$ cat src/hw/frontEndPkg.sv
// Shared constants for the fetch front end
// Only RV32 base encodings for JAL and the B-type group are decoded
// Counter encoding keeps the taken prediction in the top bit
package frontEndPkg;

    // Datapath width for PCs, instructions and operands
    localparam int XLEN = 32;

    localparam logic [6:0] OPCODE_BRANCH = 7'b1100011;
    localparam logic [6:0] OPCODE_JAL    = 7'b1101111;

    // funct3 codes of the conditional branches
    typedef enum logic [2:0] {
        BEQ  = 3'b000,
        BNE  = 3'b001,
        BLT  = 3'b100,
        BGE  = 3'b101,
        BLTU = 3'b110,
        BGEU = 3'b111
    } branchCondT;

    // 2-bit saturating counter states
    typedef enum logic [1:0] {
        STRONG_NT = 2'b00,
        WEAK_NT   = 2'b01,
        WEAK_T    = 2'b10,
        STRONG_T  = 2'b11
    } ctrT;

endpackage

$ cat src/hw/branchResolver.sv
// Execute-stage branch resolution, purely combinational
// Operand values come from outside the front end
// Only conditional branches and JAL are resolved here
`timescale 1ns/100ps

module branchResolver (
    input  logic                         validE_i,
    input  logic                         isBranchE_i,
    input  logic                         isJalE_i,
    input  logic [2:0]                   funct3E_i,
    input  logic [frontEndPkg::XLEN-1:0] pcE_i,
    input  logic [frontEndPkg::XLEN-1:0] immE_i,
    input  logic [frontEndPkg::XLEN-1:0] predNextPcE_i,
    input  logic [frontEndPkg::XLEN-1:0] rs1Val_i,
    input  logic [frontEndPkg::XLEN-1:0] rs2Val_i,
    output logic                         takenE_o,
    output logic [frontEndPkg::XLEN-1:0] targetE_o,
    output logic                         mispredictE_o,
    output logic [frontEndPkg::XLEN-1:0] correctPcE_o,
    output logic                         updateBtbE_o,
    output logic                         updatePhtE_o
);

    import frontEndPkg::*;

    logic condTrue;

    always_comb begin
        case (funct3E_i)
            BEQ:     condTrue = (rs1Val_i == rs2Val_i);
            BNE:     condTrue = (rs1Val_i != rs2Val_i);
            BLT:     condTrue = ($signed(rs1Val_i) < $signed(rs2Val_i));
            BGE:     condTrue = ($signed(rs1Val_i) >= $signed(rs2Val_i));
            BLTU:    condTrue = (rs1Val_i < rs2Val_i);
            BGEU:    condTrue = (rs1Val_i >= rs2Val_i);
            default: condTrue = 1'b0;
        endcase
    end

    assign takenE_o  = isJalE_i | (isBranchE_i & condTrue);
    assign targetE_o = pcE_i + immE_i;

    // Resolved next PC, compared against what fetch actually followed
    assign correctPcE_o  = takenE_o ? targetE_o : pcE_i + XLEN'(4);
    assign mispredictE_o = validE_i && (correctPcE_o != predNextPcE_i);

    // Training only from instructions on the real path
    assign updateBtbE_o = validE_i & takenE_o;
    assign updatePhtE_o = validE_i & isBranchE_i;

    // Decode must only flag branches with one of the six conditions
    always_comb begin
        legalFunct3: assert #0 (!(validE_i && isBranchE_i) ||
                                (funct3E_i inside {BEQ, BNE, BLT, BGE, BLTU, BGEU}));
    end

endmodule

$ cat config.mk
export PLATFORM = sky130hd
export DESIGN_NAME = branchResolver
export DESIGN_NICKNAME = d
export VERILOG_FILES = /design/src/hw/frontEndPkg.sv /design/src/hw/branchResolver.sv
export SDC_FILE = /design/constraint.sdc
export NUM_CORES = 1
export LEC_CHECK = 0
export BUFFER_PORTS_ARGS = -buffer_cell sky130_fd_sc_hd__buf_2
export CELL_PAD_IN_SITES_DETAIL_PLACEMENT = 2
export CELL_PAD_IN_SITES_GLOBAL_PLACEMENT = 2
export CORE_MARGIN = 4
export CORE_UTILIZATION = 26
export DETAILED_ROUTE_END_ITERATION = 6
export PLACE_DENSITY = 0.95
export SETUP_SLACK_MARGIN = 0.2
export SLEW_MARGIN = 40
export SYNTH_ARGS = -nofsm -noshare
export SYNTH_HDL_FRONTEND = slang
export SYNTH_SLANG_ARGS = --single-unit
$ cat constraint.sdc
create_clock -name vclk -period 9.9
set_input_delay 1.98 -clock vclk [all_inputs]
set_output_delay 1.98 -clock vclk [all_outputs]
set_load 0.02 [all_outputs]
Word level (Yosys, flattened, before mapping)
Cells that the tools add are included.
{"block": "op_classes", "eq_ne": 8, "n_lt_le_gt_ge": 4, "n_bitwise": 4, "n_div": 0, "mul": 0, "n_shift": 0, "add_sub_neg": 2, "reduce_logical": 2, "muxes": 2}
{"op": "$ge A32 B32 Y1", "count": 2}
{"op": "$lt A32 B32 Y1", "count": 2}
{"op": "$ne A32 B32 Y1", "count": 2}
{"op": "$add A32 B3 Y32 const B", "count": 1}
{"op": "$add A32 B32 Y32", "count": 1}
{"op": "$eq A32 B32 Y1", "count": 1}
{"op": "$mux W32", "count": 1}
{"op": "$eq A3 B3 Y1 const B", "count": 4}
{"op": "$pmux W1 S6", "count": 1}
{"op": "$and A1 B1 Y1", "count": 3}
{"op": "$eq A3 B1 Y1 const B", "count": 1}
{"op": "$logic_not A3 Y1", "count": 1}
{"op": "$logic_and A1 B1 Y1", "count": 1}
{"op": "$or A1 B1 Y1", "count": 1}
{"block": "totals", "mem_bits_ro": 0, "ram_bits": 0, "latch_bits": 0, "n_memories": 0, "elab_cells": 22, "out_inout_bits": 68, "regBits": 0}

Depth between registers and ports, before layout
{"block": "depth", "ltp_word": 7, "mapped_depth": 16, "depth_no_buf": 15}

Worst setup path before layout
Ideal clock, no wire load.
{"block": "synth_timing", "path_kind": "input-to-output", "startpoint": "in pcE_i[12] (netlist name)", "endpoint": "out mispredictE_o", "required_ns": 7.920, "t_arrival_ns": 5.369, "path_stages": 14, "path_buffers": 1, "setup_slack_ns": 2.551, "path_cell_list": "ha_1 clkbuf_1 nand2_1 o21ai_0 a211oi_1 or3_1 a311oi_1 xor2_1 xnor2_1 nor3b_1 a221oi_1 or4b_1 nor4_1 nor2_1"}
{"block": "synth_between", "elab_chain_len": 4}
{"item": "start: declaration", "line_no": "branchResolver.sv:11", "text": "input logic [frontEndPkg::XLEN-1:0] pcE_i,"}
{"item": "$add A32 B32 Y32", "line_no": "branchResolver.sv:41", "text": "assign targetE_o = pcE_i + immE_i;"}
{"item": "named net targetE_o (one bit)", "line_no": "branchResolver.sv:17", "text": "output logic [frontEndPkg::XLEN-1:0] targetE_o,"}
{"item": "$mux W32", "line_no": "branchResolver.sv:44", "text": "assign correctPcE_o = takenE_o ? targetE_o : pcE_i + XLEN'(4);"}
{"item": "$ne A32 B32 Y1", "line_no": "branchResolver.sv:45", "text": "assign mispredictE_o = validE_i && (correctPcE_o != predNextPcE_i);"}
{"item": "$logic_and A1 B1 Y1", "line_no": "branchResolver.sv:45"}
{"item": "end: declaration", "line_no": "branchResolver.sv:18", "text": "output logic mispredictE_o,"}
The timed path passes the listed nets, and every way through them passes these cells.

Final worst setup path
{"block": "layout_timing", "startpoint": "in pcE_i[0] (netlist name)", "endpoint": "out mispredictE_o"}
{"block": "layout_between", "elab_chain_len": 4}
{"item": "$add A32 B3 Y32 or $add A32 B32 Y32 (tied branches)", "line_no": "branchResolver.sv:44, branchResolver.sv:41"}
{"item": "$mux W32 *", "line_no": "branchResolver.sv:44"}
{"item": "$ne A32 B32 Y1 *", "line_no": "branchResolver.sv:45"}
{"item": "$logic_and A1 B1 Y1 *", "line_no": "branchResolver.sv:45"}
Every way passes the cells marked *; elsewhere a longest branch is shown, timed or not.

==> metrics.md <==
| Metric | Value |
|---|---|
| Status | finished clean |
| Die area | 0.0200 mm² |
| Vias in the first global route | 6874 |
| DRT met1 WL | 10.2 mm |
| Minimum clock period | 8.33 ns |
| Yosys warning count | 0 |
| WP data required | 7.92 ns |
| Multi-input gate area | 0.00431 mm² |
| Register area share after synthesis | 0% |
| Uppermost layer routed | met4 |
| Netlist cell types | 70 |
| CP Class | input port to output port |
| Synthesized instance count | 694 |
| Antenna Violating Nets Remaining | 0 |
| Final Cycle Share | 84.1% |
| Final hold viol count | 0 |
| Final Wtd Congestion | 0.948 |
| Setup TNS | 0 ns |
| Crit path max fanout | 5 |
| Met2 wire len | 12.5 mm |
| Area delta synth->final | 30.3% |
| Area leader, netlist | ha_1 |
| F_max | 0.120 GHz |
| WP data arrival | 6.35 ns |
| Dpl hpwl | 22.2 mm |
| Port Buf Inserts | 234 |
| Synth top cells by count | a21oi_1 (68), nor2_1 (68), ha_1 (64), inv_1 (64), nand2_1 (60) |
| Worst rel slew slack | 48.8% |
| Setup ws final | 1.57 ns |
| Hold crit path type | input port to output port |
| FF+latch count | 0 |
| RSZ-0062 raised after global routing | false |
| Power density over the cells | 84.4 mW/mm² |
| DRT iter0 DRCs | 281 |
| Number of gates resized after CTS | 0 |
| GRT Overall Usage | 23.4% |
| Synth Net Count | 925 |
| Drc violations | 0 |
| # IOs | 234 |
| Layout cell share with drive strength beyond 1 | 27.4% |
| Power Total | 0.509 mW |
| Mapped cell area | 0.00463 mm² |
| Pre-CTS setup slack | 1.61 ns |
| Via Count | 6303 |
| Post-CTS Hold Buffers | 0 |
| Starting density of the core | 26.7% |
| Synth area leaders | ha_1 (17%), xnor2_1 (8.7%), xor2_1 (8.1%), a21oi_1 (7.4%), nor2_1 (5.5%) |
| Register area | 0 µm² |
| Die Ht | 141 µm |
| First-pass GRT wire length | 37.7 mm |
| Crit path capture type | output port |
| Setup violations, final | 0 |
| Number of max-cap violations | 0 |
| Number of fill cells in the layout | 2192 |
| Pleak | 2.94 nW |
| Row Count | 48 |
| DRT Wirelength | 24.8 mm |
| Total congestion overflow | 0 |
| Startpoint Class | input port |
| Met3 WL | 1.32 mm |
| Antenna violations before repair | 2 |
| Vias per Instance | 5.52 |
| Yosys top cell area share | 17.3% |
| Largest net degree at the start of global routing | 66 |
| Max-slew violations | 0 |
| Die W | 141 µm |
| Worst vdd ir | 0.0383 mV |
| Slew @ Worst Pin | 0.763 ns |
| Setup bufs post-CTS | 0 |
| Syn Area/Cell | 6.67 µm² |
| Final net count | 1147 |
| Routed len/inst | 21.7 µm |
| Core ar. | 0.0174 mm² |
| First drt pass iteration count | 4 |
| Clock Buffer Count | 0 |
layout by cell type (no fill, tap or decap), drive strengths merged, types with 23 or more instances in the layout:
master	count
a21oi	68
buf	236
ha	64
inv	65
nand2	60
nand3	25
nand4	23
nor2	68
o21ai	38
xnor2	46
xor2	43
critical path, cell delays in order:
cell	delay (ns)
buf_2	0.11
ha_1	0.21
inv_1	0.07
fa_1	0.41
nand2b_1	0.19
a211oi_1	0.38
o21ai_1	0.24
a21boi_0	0.46
nor4_1	0.15
a2111oi_0	0.41
o2111ai_1	0.22
nor4_2	0.25
o22ai_1	0.11
or4_1	0.53
nor4_1	0.36
nor2_1	0.09
buf_2	0.18
area by class of cell:
| cell class | count | area share (%) |
|---|---|---|
| diodes | 2 | 0.0830 |
| inverters | 65 | 4.05 |
| well taps | 225 | 4.67 |
| repair buffers | 236 | 19.7 |
| multi-input cells | 613 | 71.5 |
routing by layer:
| metal | track usage, % | vias up |
|---|---|---|
| li1 | - | 2971 |
| met1 | 27.9 | 3067 |
| met2 | 43.7 | 221 |
| met3 | 2.56 | 44 |
| met4 | 7.22 | 0 |
| met5 | 0 | - |
path summary, 6_finish.rpt:
check	start	endpoint	slack, ns	depth (start not counted)
max	pcE_i[0]	mispredictE_o	1.57	17
min	validE_i	updatePhtE_o	4.31	3
kinds of logic after synthesis:
family | Yosys count | synth area share (%)
simple gates | 254 | 27.9
compound gates | 196 | 27.7
xor+xnor | 93 | 18.8
buf+inv | 81 | 6.79
fa+ha+maj | 65 | 17.7
mux | 5 | 1.14
where the power goes:
| part | leakage, nW | total (mW) | switching, mW | internal (mW) |
|---|---|---|---|---|
| logic | 2.94 | 0.509 | 0.330 | 0.179 |
| registers | 0 | 0 | 0 | 0 |
| clock network | 0.0000127 | 0.0000000271 | 0 | 0.0000000271 |
| total | 2.94 | 0.509 | 0.330 | 0.179 |
stage by stage:
step                      instance area (µm²)  hold WS [ns]  cells  utilization, %
final                                    6030          4.31   1141            34.7
after global routing                     6030          4.33   1141            34.7
after CTS                                6020          4.31   1139            34.7
after detailed placement                 6020          4.31   1139            34.7
after global placement                   6020          4.30   1139            34.7
after floorplan                          4630          4.09    694               -
No activity file was read; power rests on OpenSTA's default activity.
