$ cat src/hw/frontEndPkg.sv
// Shared constants for the fetch front end
// Only RV32 base encodings for JAL and the B-type group are decoded
// Counter encoding keeps the taken prediction in the top bit
package frontEndPkg;

    // Datapath width for PCs, instructions and operands
    localparam int XLEN = 32;

    localparam logic [6:0] OPCODE_BRANCH = 7'b1100011;
    localparam logic [6:0] OPCODE_JAL    = 7'b1101111;

    // funct3 codes of the conditional branches
    typedef enum logic [2:0] {
        BEQ  = 3'b000,
        BNE  = 3'b001,
        BLT  = 3'b100,
        BGE  = 3'b101,
        BLTU = 3'b110,
        BGEU = 3'b111
    } branchCondT;

    // 2-bit saturating counter states
    typedef enum logic [1:0] {
        STRONG_NT = 2'b00,
        WEAK_NT   = 2'b01,
        WEAK_T    = 2'b10,
        STRONG_T  = 2'b11
    } ctrT;

endpackage

$ cat src/hw/branchTargetBuffer.sv
// Direct-mapped BTB with full tags above the index
// Lookup is combinational from the fetch PC, writes land at the clock edge
// BTB_ENTRIES must be a power of two
`timescale 1ns/100ps

module branchTargetBuffer #(
    parameter int BTB_ENTRIES = 32
) (
    input  logic                         clk,
    input  logic                         reset,
    input  logic [frontEndPkg::XLEN-1:0] pcF_i,
    input  logic                         we_i,
    input  logic [frontEndPkg::XLEN-1:0] writePc_i,
    input  logic [frontEndPkg::XLEN-1:0] writeTarget_i,
    input  logic                         writeJump_i,
    output logic                         hitF_o,
    output logic [frontEndPkg::XLEN-1:0] targetF_o,
    output logic                         jumpF_o
);

    import frontEndPkg::*;

    localparam int IDX_W = $clog2(BTB_ENTRIES);
    localparam int TAG_W = XLEN - IDX_W - 2;

    logic [BTB_ENTRIES-1:0] validArr;
    logic [TAG_W-1:0]       tagArr    [BTB_ENTRIES];
    logic [XLEN-1:0]        targetArr [BTB_ENTRIES];
    logic [BTB_ENTRIES-1:0] jumpArr;

    logic [IDX_W-1:0] readIdx;
    logic [IDX_W-1:0] writeIdx;

    // Bits 1:0 are always zero for aligned fetches
    assign readIdx  = pcF_i[IDX_W+1:2];
    assign writeIdx = writePc_i[IDX_W+1:2];

    assign hitF_o    = validArr[readIdx] && (tagArr[readIdx] == pcF_i[XLEN-1:IDX_W+2]);
    assign targetF_o = targetArr[readIdx];
    assign jumpF_o   = jumpArr[readIdx];

    always_ff @(posedge clk) begin
        if (reset) begin
            validArr <= '0;
        end else if (we_i) begin
            validArr[writeIdx] <= 1'b1;
        end
    end

    always_ff @(posedge clk) begin
        if (we_i) begin
            tagArr[writeIdx]    <= writePc_i[XLEN-1:IDX_W+2];
            targetArr[writeIdx] <= writeTarget_i;
            jumpArr[writeIdx]   <= writeJump_i;
        end
    end

    // Targets come from the execute adder and must stay word aligned
    alignedTarget: assert property (
        @(posedge clk) disable iff (reset)
        we_i |-> (writeTarget_i[1:0] == 2'b00)
    );

endmodule

$ cat config.mk
export PLATFORM = sky130hd
export DESIGN_NAME = branchTargetBuffer
export DESIGN_NICKNAME = d
export VERILOG_FILES = /design/src/hw/frontEndPkg.sv /design/src/hw/branchTargetBuffer.sv
export SDC_FILE = /design/constraint.sdc
export NUM_CORES = 2
export LEC_CHECK = 0
export BUFFER_PORTS_ARGS = -buffer_cell sky130_fd_sc_hd__buf_4
export CAP_MARGIN = 20
export CORE_AREA = 3 3 385 387
export DETAILED_ROUTE_END_ITERATION = 16
export DIE_AREA = 0 0 388 390
export PLACE_DENSITY = 0.65
export SYNTH_ARGS = -nofsm -noshare
export SYNTH_HDL_FRONTEND = slang
export SYNTH_SLANG_ARGS = --single-unit
$ cat constraint.sdc
create_clock -name clk -period 4.6 [get_ports clk]
set_clock_uncertainty 0.1 [all_clocks]
set_input_delay 0.46 -clock clk [delete_from_list [all_inputs] [get_ports clk]]
set_output_delay 0.46 -clock clk [all_outputs]
set_load 0.02 [all_outputs]
# Yosys cells after proc, flatten, opt, wreduce, memory -nomap -nowiden
# Memory sizes are Yosys's and may differ from the RTL's.
# Cells that the tools add are included.
op_classes:
  n_mux: 9
  reduce_logical: 2
  order_cmp: 3
  n_bitwise: 1
  n_eq_ne: 1
ops:
  columns: ["operator", "count"]
  rows:
  - ["$bwmux W32", 1]
  - ["$or A32 B32 Y32", 1]
  - ["$eq A25 B25 Y1", 1]
  - ["$lt A5 B6 Y1 const B", 2]
  - ["$bmux W1 S5", 2]
  - ["$demux W1 S5", 1]
  - ["$ge A5 B1 Y1 const B", 1]
  - ["$mux W1", 5]
  - ["$logic_and A1 B1 Y1", 2]
word_totals:
  n_memories: 2
  in_bits: 100
  ramBits: 1824
  regBits: 64
mem_list:
  columns: ["memory", "words", "width", "read_ports", "rd_clocked_by_memory_dff", "write_ports", "line", "text"]
  rows:
  - ["targetArr", 32, 32, 1, 0, 1, "branchTargetBuffer.sv:28", "logic [XLEN-1:0] targetArr [BTB_ENTRIES];"]
  - ["tagArr", 32, 25, 1, 0, 1, "branchTargetBuffer.sv:27", "logic [TAG_W-1:0] tagArr [BTB_ENTRIES];"]

# Depth between registers and ports, before layout
logic_depth:
  word_depth: 5
  ltp_mapped: 14

# Least setup slack after synthesis
# OpenSTA, ideal clock, no wires.
synth_path:
  path_type: "input -> register"
  from: "in writePc_i[2] in the netlist's numbering"
  to: "reg jumpArr[24] (enable)"
  path_stages: 3
  n_path_buf: 1
  arrival_time_ns: 3.579
  setup_ns: 0.476
  slack_ns: 0.446
  path_cell_list: "or3b_2 -> clkbuf_1 -> nor2_1"
synth_rtl:
  columns: ["item", "line", "text"]
  rows:
  - ["start, declared", "branchTargetBuffer.sv:13", "input logic [frontEndPkg::XLEN-1:0] writePc_i,"]
  - ["end signal, assigned by index", "branchTargetBuffer.sv:54", "jumpArr[writeIdx] <= writeJump_i;"]
  - ["end, declared", "branchTargetBuffer.sv:29", "logic [BTB_ENTRIES-1:0] jumpArr;"]

# Worst setup path after layout
layout_path:
  from: "in pcF_i[4] in the netlist's numbering"
  to: "out hitF_o"
layout_via:
  elab_chain_len: 3
  word_cells_on_any_way: 5
  cone_classes: "eq/ne (1); mux (2); reduce/logical (1); memory (1)"
layout_rtl:
  columns: ["item", "line", "text"]
  rows:
  - ["start, declared", "branchTargetBuffer.sv:11", "input logic [frontEndPkg::XLEN-1:0] pcF_i,"]
  - ["$mem_v2 Z32 W25 or $bmux W1 S5 (tied branches)", null, null]
  - ["$eq A25 B25 Y1 or $mux W1 (tied branches)", "branchTargetBuffer.sv:38", "assign hitF_o = validArr[readIdx] && (tagArr[readIdx] == pcF_i[XLEN-1:IDX_W+2]);"]
  - ["$logic_and A1 B1 Y1 (*)", "branchTargetBuffer.sv:38", null]
  - ["end, declared", "branchTargetBuffer.sv:16", "output logic hitF_o,"]
# Every way passes the cells marked *; elsewhere a longest branch is shown, timed or not. The select of a mux whose other input is x is not followed.

==> reports/metrics.csv <==
stage,metric,value,unit
yosys,mux cell area share after synthesis,0.1699,
critical_path,slowest cell on the critical path,nor2_1,
timing,Tightest Pin Transition,1.219,ns
critical_path,Reg2Reg Depth,2,
status,status,completed,
timing,"Slew Viols, Final",0,
yosys,most common library cells after synthesis,"1856 x edfxtp_1, 481 x mux4_2, 146 x nand2_1",
worst_hold_path,Hold/Removal Path Class,in2reg,
routing,Vias per Instance,6.269,
yosys,prevailing post-synth register cell,edfxtp_1,
cts,TritonCTS clock tree,built,
floorplan,Starting Density,0.4975,
floorplan,die area,0.1513,mm²
flow_run,max-cap violation count,0,
timing,Setup-failing EPs final,0,
yosys,ranking of synthesized cells by area,"edfxtp_1 77%, mux4_2 15%, mux2i_1 1.8%, dfxtp_1 0.89%, nand2_1 0.76%",
timing,Max Fclk,220.9,MHz
yosys,"FF+latch count, synth",1888,
placed_design,hpwl dp,94330,µm
floorplan,io pins,134,
critical_path,crit path max fanout,37,
routing,detailed-route wire length,185500,µm
critical_path,most frequent CP cell,buf_4,
critical_path,"CP delay by family, top",simple AND/OR/NAND/NOR gates,
yosys,cell area after synthesis,0.07225,mm²
cts,Clock Latency Late Sink,0.79,ns
global_routing,gr ovfl total,0,
yosys,syn nets,3295,
power,Lkg Pwr,26.56,nW
global_routing,vias in the first global route,36053,
critical_path,Critical Path End Type,primary output,
timing,Final period util,0.9840,
yosys,Synth Area in Adders,0,
cts,CTS Buf Count,183,
timing,final count of hold timing violations,0,
critical_path,R2R Path End,validArr[23],
routing,initial DRC count,4400,
yosys,complex-gate fraction of the synthesized area,0.01475,
global_routing,largest net degree at the start of global routing,107,
power,Max VDD drop,353.9,µV
global_routing,initial antenna violation count,11,
yosys,cells after synthesis,3195,
floorplan,Die W,388,µm
critical_path,"Req. time, crit path",4.04,ns
cts,CTS max path bufs,3,
timing,RSZ-0062 raised after global routing,yes,
critical_path,reg2reg start,validArr[23],
floorplan,Chip Height,390,µm
worst_hold_path,Hold Path Depth,3,
final_layout,nets@finish,3660,
cts,clock slew at reported path FFs,0.06,ns
yosys,Synth Area in Simple Gates,0.02101,
final_layout,share of cells above drive strength 1,0.2923,
power,PwrDens,427.4,mW/mm²
timing,Slew headroom,0.1847,
critical_path,startpoint types,input port,
final_layout,final core occ,0.5727,
global_routing,total track usage,0.2472,
yosys,Async SR Flop Fraction,0,
yosys,Syn Area/Cell,22.61,µm²
worst_hold_path,hold worst-path end,targetArr[10][3],
timing,setup TNS,0,ns
yosys,area share of the largest cell type after synthesis,0.7714,
yosys,post-synthesis sequential area ratio,0.7803,
yosys,synth warn,0,
placed_design,placed cell areas,0.07658,mm²
placed_design,GPL Wtd Cong,0.7880,
global_routing,first-pass GRT wire length,263500,µm
placed_design,# port buffers,129,
critical_path,"Cell Chain, Critical Path","buf_6, nor2_1, buf_4, a22oi_1, a221oi_1, nand3_1, a21o_1, a21oi_1, nand4_1, buf_4, nor4_4, buf_4",
cts,CTS sink count,1888,
critical_path,flop2flop setup slack,3.89,ns
routing,DRC,0,
routing,wire per inst,32.91,µm
yosys,"area leader, netlist",edfxtp_1,
cts,H-tree levels,4,
final_layout,Layout area overhead,15.11,%
worst_hold_path,min-delay src,writePc_i[6],
critical_path,critical path's largest stage delay,0.97,ns
yosys,top-count cell post-synth,edfxtp_1,
critical_path,Critical Path AT,3.97,ns
routing,1st-pass router iterations,5,
cts,CTS Root Cell,clkbuf_16,
critical_path,CP Buf/Inv Count,4,
yosys,number of flops mapped to enable cells by yosys,1856,
routing,DR vias,35330,
final_layout,fin area,0.08317,mm²
yosys,xor/xnor cell area share of the yosys netlist,0.002546,
timing,min cycle time layout,4.527,ns
yosys,main combinational cell family by area after synthesis,multiplexers,
critical_path,crit path kind,in2out,
routing,post-route ant nets,0,
floorplan,row count,140,
yosys,Cell variety after synth,58,
floorplan,core area,0.1452,mm²
-- cells by family (layout without fill, tap and decap cells) --
group           after synthesis  after routing
xor+xnor                     21             21
buf+inv                     171            688
flops                      1888           1888
mux                         623            623
other cells                   0              7
compound gates              140            140
simple gates                352            352
-- report_power, final --
group	total [mW]	internal (mW)	leakage (nW)	switching [mW]
Clock	14.5	8.15	2.83	6.30
Sequential	19.1	19.1	17.0	0.0481
Combinational	1.95	0.820	6.75	1.13
-- through the flow --
stage	total power, mW	std cells	hold slack (ns)	setup slack, ns
floorplan	20.59	3195	0.3348	0.4458
global placement	21.33	5230	0.3452	-0.1414
detailed placement	21.40	5230	0.3536	-0.04047
CTS	35.78	5626	0.2195	0.005990
global route	36.61	5630	0.2809	-0.06827
finish	35.55	5636	0.2749	0.07349
-- worst register-to-register path, stage by stage, from the launching register on --
cell	delay, ns
dfxtp_1	0.33
nor2_1	0.12
nor2_1	0.05
-- repair_timing --
action / in CTS / in global routing
buffers inserted: 0 / 1
pin swaps: 7 / 7
gates resized for setup: 8 / 12
gates cloned: 0 / 1
hold buffers: 59 / 0
endpoints found under the hold margin: 1888 / 0
endpoints found under the setup margin: 1 / 1
-- placed cells by master, fill, tap and decap left out, types with 33 or more instances in the layout --
cell type	netlist	layout
edfxtp_1	1856	1856
mux4_2	481	481
buf_4	20	253
clkbuf_16	0	186
nand2_1	146	146
mux2i_1	128	127
nor2_1	118	86
dlygate4sd3_1	0	59
clkbuf_1	63	46
a22oi_1	45	43
clkinv_1	0	40
nand3_1	34	34
clkinv_2	0	33
-- cell type report --
| class | instances | area (µm²) |
|---|---|---|
| antenna | 7 | 17.52 |
| clock buffer | 235 | 4851 |
| clock inverter | 102 | 930.9 |
| fill | 10419 | 62050 |
| inverter | 5 | 26.28 |
| multi-input combinational | 1136 | 15400 |
| sequential | 1888 | 56370 |
| tap | 1917 | 2399 |
| timing repair buffer | 346 | 3168 |
-- state kept, by name, summed over array words and instances, names as in the netlist --
name,count
targetArr,1024
tagArr,800
jumpArr,32
validArr,32
-- how the worst max path moves through the flow --
| stage | startpoint | endpoint | slack [ns] | cells after the start |
|---|---|---|---|---|
| 2_1_floorplan | writePc_i[2] | jumpArr[24] | 0.45 | 3 |
| 3_3_place_gp | pcF_i[2] | hitF_o | -0.14 | 12 |
| 3_5_place_dp | pcF_i[2] | hitF_o | -0.04 | 12 |
| 4_1_cts | tagArr[20][6] | hitF_o | 0.006 | 9 |
| 5_1_grt | tagArr[5][6] | hitF_o | -0.07 | 9 |
| 6_report | pcF_i[4] | hitF_o | 0.07 | 12 |
-- routing by layer --
metal	vias up	GRT usage	share of wire	wire length (µm)
met4	2	0.07574	0.029	5348
li1	14248	-	-	-
met1	18921	0.3406	0.39	72210
met5	-	0	0.000049	9
met2	1816	0.4038	0.49	91820
met3	343	0.04950	0.087	16100
Power figures use the tool's default switching activity.
